==> src/logic/ex_pkg.sv <==
package ex_pkg;

    // Data word of the integer datapath.
    typedef logic [31:0] word_t;

    // Execute-stage operation select.
    typedef enum logic [5:0] {
        NOP,
        ADD,
        SUB,
        SLT,
        SLTU,
        AND,
        OR,
        XOR,
        NOR,
        SLL,
        SRL,
        SRA,
        LUI,
        MULT,
        MULTU,
        DIV,
        DIVU,
        MTHI,
        MTLO,
        MFHI,
        MFLO
    } alu_op_e;

    // Divider control states.
    typedef enum logic [1:0] {
        IDLE,
        RUN,
        DONE
    } div_state_e;

    // Multiplier cycles from the start strobe to the HI/LO write.
    localparam int MUL_LATENCY_DEF = 4;

endpackage

==> src/logic/muldiv_if.sv <==
`timescale 1ns/1ps

interface muldiv_if;
    import ex_pkg::*;

    // Request side, driven by the ALU.
    logic  start;
    logic  is_signed;
    word_t a;
    word_t b;

    // Completion side, driven by the unit.
    logic  busy;
    logic  done;
    word_t hi;
    word_t lo;

    modport master (
        output start, is_signed, a, b,
        input  busy, done, hi, lo
    );

    modport unit (
        input  start, is_signed, a, b,
        output busy, done, hi, lo
    );

endinterface

==> src/logic/alu.sv <==
`timescale 1ns/1ps

module alu (
    input  logic             clk,
    input  logic             reset,
    input  logic             op_valid,
    input  ex_pkg::alu_op_e  alu_sel,
    input  ex_pkg::word_t    src_a,
    input  ex_pkg::word_t    src_b,
    input  ex_pkg::word_t    hi_q,
    input  ex_pkg::word_t    lo_q,
    output ex_pkg::word_t    alu_res,
    output logic             res_valid,
    output logic             stall_req,
    output logic             hi_we,
    output logic             lo_we,
    output ex_pkg::word_t    hi_wdata,
    output ex_pkg::word_t    lo_wdata,
    muldiv_if.master         mul_bus,
    muldiv_if.master         div_bus
);
    import ex_pkg::*;

    logic  is_mul;
    logic  is_div;
    logic  start_any;
    logic  done_any;
    logic  pending_q;
    logic  busy_wait;
    logic  mt_hi;
    logic  mt_lo;
    word_t done_hi;
    word_t done_lo;

    assign is_mul = (alu_sel == MULT) || (alu_sel == MULTU);
    assign is_div = (alu_sel == DIV) || (alu_sel == DIVU);

    // Operands go to both units; only the strobed one latches them.
    assign mul_bus.start     = op_valid && is_mul;
    assign mul_bus.is_signed = (alu_sel == MULT);
    assign mul_bus.a         = src_a;
    assign mul_bus.b         = src_b;

    assign div_bus.start     = op_valid && is_div;
    assign div_bus.is_signed = (alu_sel == DIV);
    assign div_bus.a         = src_a;
    assign div_bus.b         = src_b;

    assign start_any = mul_bus.start || div_bus.start;
    assign done_any  = mul_bus.done || div_bus.done;

    // One long operation in flight at most.
    always_ff @(posedge clk) begin
        if (reset) begin
            pending_q <= 1'b0;
        end else if (start_any) begin
            pending_q <= 1'b1;
        end else if (done_any) begin
            pending_q <= 1'b0;
        end
    end

    assign busy_wait = pending_q && !done_any;
    assign stall_req = start_any || busy_wait;
    assign res_valid = op_valid && !is_mul && !is_div;

    // HI/LO write port; a move issued in the done cycle wins over the unit result.
    assign mt_hi   = op_valid && (alu_sel == MTHI);
    assign mt_lo   = op_valid && (alu_sel == MTLO);
    assign done_hi = mul_bus.done ? mul_bus.hi : div_bus.hi;
    assign done_lo = mul_bus.done ? mul_bus.lo : div_bus.lo;

    assign hi_we    = mt_hi || done_any;
    assign lo_we    = mt_lo || done_any;
    assign hi_wdata = mt_hi ? src_a : done_hi;
    assign lo_wdata = mt_lo ? src_a : done_lo;

    always_comb begin
        case (alu_sel)
            ADD:     alu_res = src_a + src_b;
            SUB:     alu_res = src_a - src_b;
            SLT:     alu_res = {31'd0, $signed(src_a) < $signed(src_b)};
            SLTU:    alu_res = {31'd0, src_a < src_b};
            AND:     alu_res = src_a & src_b;
            OR:      alu_res = src_a | src_b;
            XOR:     alu_res = src_a ^ src_b;
            NOR:     alu_res = ~(src_a | src_b);
            SLL:     alu_res = src_a << src_b[4:0];
            SRL:     alu_res = src_a >> src_b[4:0];
            SRA:     alu_res = $signed(src_a) >>> src_b[4:0];
            LUI:     alu_res = {src_b[15:0], 16'h0000};
            MFHI:    alu_res = hi_q;
            MFLO:    alu_res = lo_q;
            default: alu_res = '0;
        endcase
    end

    // The issuer must hold off while a multiply or divide is still running.
    assert property (@(posedge clk) disable iff (reset) op_valid |-> !busy_wait)
        else $error("op_valid issued while stall_req is high");

    assert property (@(posedge clk) disable iff (reset) !(mul_bus.busy && div_bus.busy))
        else $error("multiplier and divider busy at the same time");

endmodule

==> src/logic/divider.sv <==
`timescale 1ns/1ps

module divider (
    input  logic   clk,
    input  logic   reset,
    muldiv_if.unit bus
);
    import ex_pkg::*;

    localparam logic [5:0] FIX_STEP = 6'd32;

    div_state_e  state_q;
    logic [5:0]  step_q;
    word_t       quo_q;
    word_t       rem_q;
    word_t       dvs_q;
    logic        q_neg_q;
    logic        r_neg_q;

    word_t       mag_a;
    word_t       mag_b;
    logic [32:0] shifted;
    logic [32:0] diff;
    logic        take;

    assign mag_a = (bus.is_signed && bus.a[31]) ? -bus.a : bus.a;
    assign mag_b = (bus.is_signed && bus.b[31]) ? -bus.b : bus.b;

    // Partial remainder with the next dividend bit shifted in.
    assign shifted = {rem_q, quo_q[31]};
    assign diff    = shifted - {1'b0, dvs_q};
    assign take    = shifted >= {1'b0, dvs_q};

    always_ff @(posedge clk) begin
        if (reset) begin
            state_q <= IDLE;
            step_q  <= '0;
        end else if (bus.start) begin
            state_q <= RUN;
            step_q  <= '0;
        end else begin
            case (state_q)
                RUN: begin
                    if (step_q == FIX_STEP) begin
                        state_q <= DONE;
                    end
                    step_q <= step_q + 6'd1;
                end
                DONE: begin
                    state_q <= IDLE;
                end
                default: begin
                    state_q <= IDLE;
                end
            endcase
        end
    end

    always_ff @(posedge clk) begin
        if (bus.start) begin
            quo_q   <= mag_a;
            rem_q   <= '0;
            dvs_q   <= mag_b;
            // Zero divisor keeps the all-ones quotient unsigned.
            q_neg_q <= bus.is_signed && (bus.a[31] ^ bus.b[31]) && (bus.b != '0);
            r_neg_q <= bus.is_signed && bus.a[31];
        end else if (state_q == RUN) begin
            if (step_q == FIX_STEP) begin
                quo_q <= q_neg_q ? -quo_q : quo_q;
                rem_q <= r_neg_q ? -rem_q : rem_q;
            end else begin
                rem_q <= take ? diff[31:0] : shifted[31:0];
                quo_q <= {quo_q[30:0], take};
            end
        end
    end

    assign bus.busy = (state_q == RUN);
    assign bus.done = (state_q == DONE);
    assign bus.hi   = rem_q;
    assign bus.lo   = quo_q;

    assert property (@(posedge clk) disable iff (reset) bus.done |=> !bus.done)
        else $error("divider done held longer than one cycle");

    assert property (@(posedge clk) disable iff (reset) bus.start |-> !bus.busy)
        else $error("divider started while busy");

endmodule

==> src/logic/ex_unit.sv <==
`timescale 1ns/1ps

module ex_unit #(
    parameter int MUL_LATENCY = ex_pkg::MUL_LATENCY_DEF
) (
    input  logic            clk,
    input  logic            reset,
    input  logic            op_valid,
    input  ex_pkg::alu_op_e alu_sel,
    input  ex_pkg::word_t   src_a,
    input  ex_pkg::word_t   src_b,
    output ex_pkg::word_t   alu_res,
    output logic            res_valid,
    output logic            stall_req,
    output ex_pkg::word_t   hi,
    output ex_pkg::word_t   lo
);
    import ex_pkg::*;

    logic  hi_we;
    logic  lo_we;
    word_t hi_wdata;
    word_t lo_wdata;
    word_t hi_q;
    word_t lo_q;

    muldiv_if mul_bus ();
    muldiv_if div_bus ();

    alu alu_i (
        .clk       (clk),
        .reset     (reset),
        .op_valid  (op_valid),
        .alu_sel   (alu_sel),
        .src_a     (src_a),
        .src_b     (src_b),
        .hi_q      (hi_q),
        .lo_q      (lo_q),
        .alu_res   (alu_res),
        .res_valid (res_valid),
        .stall_req (stall_req),
        .hi_we     (hi_we),
        .lo_we     (lo_we),
        .hi_wdata  (hi_wdata),
        .lo_wdata  (lo_wdata),
        .mul_bus   (mul_bus.master),
        .div_bus   (div_bus.master)
    );

    multiplier #(
        .LATENCY (MUL_LATENCY)
    ) mul_i (
        .clk   (clk),
        .reset (reset),
        .bus   (mul_bus.unit)
    );

    divider div_i (
        .clk   (clk),
        .reset (reset),
        .bus   (div_bus.unit)
    );

    hilo_reg hilo_i (
        .clk      (clk),
        .reset    (reset),
        .hi_we    (hi_we),
        .lo_we    (lo_we),
        .hi_wdata (hi_wdata),
        .lo_wdata (lo_wdata),
        .hi_q     (hi_q),
        .lo_q     (lo_q),
        .hi_r     (hi),
        .lo_r     (lo)
    );

endmodule

==> src/logic/hilo_reg.sv <==
`timescale 1ns/1ps

module hilo_reg (
    input  logic          clk,
    input  logic          reset,
    input  logic          hi_we,
    input  logic          lo_we,
    input  ex_pkg::word_t hi_wdata,
    input  ex_pkg::word_t lo_wdata,
    output ex_pkg::word_t hi_q,
    output ex_pkg::word_t lo_q,
    output ex_pkg::word_t hi_r,
    output ex_pkg::word_t lo_r
);

    always_ff @(posedge clk) begin
        if (reset) begin
            hi_r <= '0;
            lo_r <= '0;
        end else begin
            if (hi_we) begin
                hi_r <= hi_wdata;
            end
            if (lo_we) begin
                lo_r <= lo_wdata;
            end
        end
    end

    // Same-cycle forwarding, so a read right after a write sees the new value.
    assign hi_q = hi_we ? hi_wdata : hi_r;
    assign lo_q = lo_we ? lo_wdata : lo_r;

endmodule

==> src/logic/multiplier.sv <==
`timescale 1ns/1ps

module multiplier #(
    parameter int LATENCY = ex_pkg::MUL_LATENCY_DEF
) (
    input  logic   clk,
    input  logic   reset,
    muldiv_if.unit bus
);
    import ex_pkg::*;

    // Stage 0 holds the operands, stages 1 to LATENCY-1 hold the product.
    logic [LATENCY-1:0] vld_q;
    word_t              op_a_q;
    word_t              op_b_q;
    logic               neg_q;
    logic [63:0]        prod_q [1:LATENCY-1];

    word_t       mag_a;
    word_t       mag_b;
    logic [63:0] mag_prod;

    assign mag_a = (bus.is_signed && bus.a[31]) ? -bus.a : bus.a;
    assign mag_b = (bus.is_signed && bus.b[31]) ? -bus.b : bus.b;

    assign mag_prod = op_a_q * op_b_q;

    always_ff @(posedge clk) begin
        if (reset) begin
            vld_q <= '0;
        end else begin
            vld_q <= {vld_q[LATENCY-2:0], bus.start};
        end
    end

    always_ff @(posedge clk) begin
        if (bus.start) begin
            op_a_q <= mag_a;
            op_b_q <= mag_b;
            neg_q  <= bus.is_signed && (bus.a[31] ^ bus.b[31]);
        end
        prod_q[1] <= neg_q ? -mag_prod : mag_prod;
        for (int i = 2; i < LATENCY; i++) begin
            prod_q[i] <= prod_q[i-1];
        end
    end

    // Busy covers the cycles before the result; it drops as done rises.
    assign bus.busy = |vld_q[LATENCY-2:0];
    assign bus.done = vld_q[LATENCY-1];
    assign bus.hi   = prod_q[LATENCY-1][63:32];
    assign bus.lo   = prod_q[LATENCY-1][31:0];

    assert property (@(posedge clk) disable iff (reset) bus.start |-> !bus.busy)
        else $error("multiplier started while busy");

endmodule

==> config.mk <==
export PLATFORM = sky130hd
export DESIGN_NAME = ex_unit
export DESIGN_NICKNAME = d
export VERILOG_FILES = /design/src/logic/ex_pkg.sv /design/src/logic/muldiv_if.sv /design/src/logic/alu.sv /design/src/logic/divider.sv /design/src/logic/ex_unit.sv /design/src/logic/hilo_reg.sv /design/src/logic/multiplier.sv
export SDC_FILE = /design/constraint.sdc
export NUM_CORES = 2
export LEC_CHECK = 0
export BUFFER_PORTS_ARGS = -buffer_cell sky130_fd_sc_hd__clkbuf_2
export CAP_MARGIN = 20
export CORE_UTILIZATION = 35
export CTS_BUF_LIST = sky130_fd_sc_hd__clkbuf_2
export CTS_CLUSTER_DIAMETER = 120
export DETAILED_ROUTE_END_ITERATION = 8
export GPL_TIMING_DRIVEN = 0
export PLACE_DENSITY_LB_ADDON = 0.2
export SYNTH_ARGS = -nofsm -noshare
export SYNTH_HDL_FRONTEND = slang
export SYNTH_SLANG_ARGS = --single-unit
==> constraint.sdc <==
create_clock -name clk -period 11.4 [get_ports clk]
set_input_delay 2.28 -clock clk [delete_from_list [all_inputs] [get_ports clk]]
set_output_delay 2.28 -clock clk [all_outputs]
set_load 0.05 [all_outputs]
==> results.toml <==
[cells_and_area]
final_util_pct = 38.37
design_area_mm2 = 0.06861
final_cell_mix = "inv_1 (999), nand2_1 (899), fa_1 (899)"
fill_cells = 18820
final_nets = 9066
drive_gt1_share_pct = 6.351
area_growth_pct = 8.759
final_common_cell = "inv_1"
fin_cells = 10170

[synth]
ys_seq_elements = 432
synthArstFlopShare_pct = 0
syn_nets = 8743
synth_cell_types = 91
yosys-top-cells-area = "fa_1 (29%), dfxtp_1 (9.6%), ha_1 (7.9%), edfxtp_1 (6.2%), and2_1 (6.1%)"
synth-edff-count = 131
yosysSeqAreaShare_pct = 15.79
synth_cells = 7372
syn_avg_cell_area_um2 = 8.557
ys_warn_count = 0
synth_top_area_share_pct = 28.53
syn_area_mm2 = 0.06308
synth_top_cell_by_area = "fa_1"
synthFlopType = "dfxtp_1"

[timing]
rsz0062_at_grt = "false"
hold_viol = 0
slew_headroom_pct = 1.814
finClkSkew_ps = 216.7
worstMarginPinSlew_ps = 1473
tns_ps = 0
setup_viol = 0
final_max_slew_viol_count = 0
fin_crit_sh_pct = 96.26
min_period_ps = 10970
fmax_mhz = 91.12

[worst_setup_path]
critPathLaunchType = "flip-flop"
crit_top_cell = "fa_1"
worst_path_max_delay_cell = "clkbuf_1"
critPathBufInv = 4
path_max_fanout = 10
cp-end-kind = "flip-flop"
worst_ep_arrival_time_ps = 11980
max_stage_delay_ps = 930
required_ps = 12410
critPathKind = "flip-flop to flip-flop"
reg2reg_depth = 25
cp_top_family = "adder cells"
path_depth = 25

[clocking]
cts_buffer_depth = 3
cts-root-buf = "clkbuf_2"
clk_pin_slew_ps = 120
cts_tree = "done"
cts_buffers = 103
h-tree-depth = 3
postCtsSetupBuffers = 0
clock-sinks = 432
cts_hold_buf = 0
insertion_delay_ps = 1330

[drt]
vias = 59420
dr_wl_met3_um = 39090
drt_iter0_drc = 7566
drc = 0
wire_per_inst_um = 33.55
avgViaCountPerCell = 5.845
ant_nets = 0
top_layer = "met5"
drt-total-wl_um = 341000
wl_met1_um = 144100
wl_met2_um = 138500
dr.pass1.iters = 8

[place]
port_buffers = 168
place_area_mm2 = 0.06733
place_inst = 9932
dpl.hpwl_um = 286800
gp_congestion = 1.078

[floorplanning]
chipHeight_um = 426.5
dieArea_mm2 = 0.1819
initial_core_util_pct = 35.28
core_mm2 = 0.1788
rows = 155
ioPinCount = 171
fp.dieW_um = 426.5

[worst_hold_path]
min_path_cells = 0
hp-class = "flip-flop to flip-flop"

[power_and_ir_drop]
power_mw = 16.00
peakVddDrop_mv = 0.4175
leakage_nw = 30.97
powerDensity_mw_per_mm2 = 233.2

[grt]
grt_pass1_wl_um = 462700
grt_overflow = 0
grt_pass1_vias = 57190
grt_max_degree = 47
antenna_found_initial = 58
track_usage_pct = 36.91

[run_status]
status = "completed"

[job]
drv_cap = 0
==> state kept, by name (all words and copies together) (netlist names) <==
name,count
mul_i.op_b_q,32
div_i.dvs_q,32
div_i.q_neg_q,1
div_i.bus.hi,32
div_i.state_q,2
hilo_i.hi_r,32
div_i.r_neg_q,1
mul_i.vld_q,4
mul_i.op_a_q,32
hilo_i.lo_r,32
div_i.step_q,6
div_i.bus.lo,32
alu_i.pending_q,1
mul_i.neg_q,1
mul_i.prod_q,192
==> metrics by stage <==
stage               hold WS, ps  setup WS (ps)
floorplan                 309.6           1569
global placement          312.8         -929.7
detailed placement        312.1         -198.6
CTS                       192.3          132.9
global route              203.4          9.596
finish                    198.0          426.0
==> power by group <==
| group | internal, mW | total, mW | leakage, nW | switching [mW] |
|---|---|---|---|---|
| clock | 0.446 | 1.13 | 0.775 | 0.687 |
| sequential | 2.03 | 2.43 | 3.68 | 0.399 |
| combinational | 4.24 | 12.4 | 26.5 | 8.20 |
| total | 6.71 | 16.0 | 31.0 | 9.29 |
==> metal layers <==
| metal | global-route usage (%) | up-vias |
|---|---|---|
| met5 | 0.7672 | - |
| met1 | 50.88 | 30440 |
| li1 | - | 24760 |
| met2 | 51.99 | 3504 |
| met3 | 11.61 | 700 |
| met4 | 17.31 | 18 |
==> kinds of logic (layout without fill, tap and decap cells) <==
logic type	count (synthesis)	in the layout	synth area share [%]
AOI/OAI and AO/OA	1327	1327	13.55
xor gates and xnor gates	257	257	3.568
adders and majority gates	1298	1298	36.44
buffers and inverters	1474	1880	8.791
DFF	432	432	15.79
muxes	161	161	3.120
other	0	32	0
and+or+nand+nor	2423	2423	18.74
==> cells in the mapped netlist, drive strengths merged (34+ instances only) <==
| cell | count |
|---|---|
| dfxtp | 301 |
| nand4 | 47 |
| edfxtp | 131 |
| o21a | 34 |
| nand2 | 900 |
| a221oi | 42 |
| or3 | 43 |
| xnor2 | 205 |
| a21o | 72 |
| ha | 399 |
| o21bai | 42 |
| nand3 | 80 |
| nor2 | 424 |
| o211ai | 44 |
| o21ai | 374 |
| xor2 | 52 |
| nor2b | 56 |
| inv | 1000 |
| o31ai | 37 |
| mux2i | 128 |
| buf | 41 |
| and2 | 617 |
| clkbuf | 431 |
| a21oi | 346 |
| nor3 | 82 |
| fa | 899 |
| a211oi | 40 |
==> worst paths after layout <==
check / startpoint / endpoint / slack [ps]
hold reg to reg: mul_i.prod_q[0][80]$_DFF_P_ / mul_i.prod_q[0][144]$_DFF_P_ / 200
hold / removal: mul_i.prod_q[0][80]$_DFF_P_ / mul_i.prod_q[0][144]$_DFF_P_ / 200
setup / recovery: mul_i.op_b_q[8]$_DFFE_PP_ / mul_i.prod_q[0][127]$_DFF_P_ / 430
setup reg to reg: mul_i.op_b_q[8]$_DFFE_PP_ / mul_i.prod_q[0][127]$_DFF_P_ / 430
==> layout make-up <==
cell class / count / area, um2 / area share (%)
multi-input cells: 5466 / 47610 / 69.39
repair buffers: 219 / 1439 / 2.097
plain buffers: 471 / 1790 / 2.610
flip-flops and latches: 432 / 9960 / 14.52
well taps: 2355 / 2947 / 4.295
clock inverters: 29 / 226.5 / 0.3301
inverters: 1002 / 3761 / 5.482
diodes: 32 / 80.08 / 0.1167
clock buffers: 159 / 795.8 / 1.160
==> what timing repair did <==
item	4_1_cts	5_1_grt
gates resized for setup	3	18
pin swaps	0	0
setup endpoints to repair	4	10
Note: power is estimated with default switching activity, not from simulation.
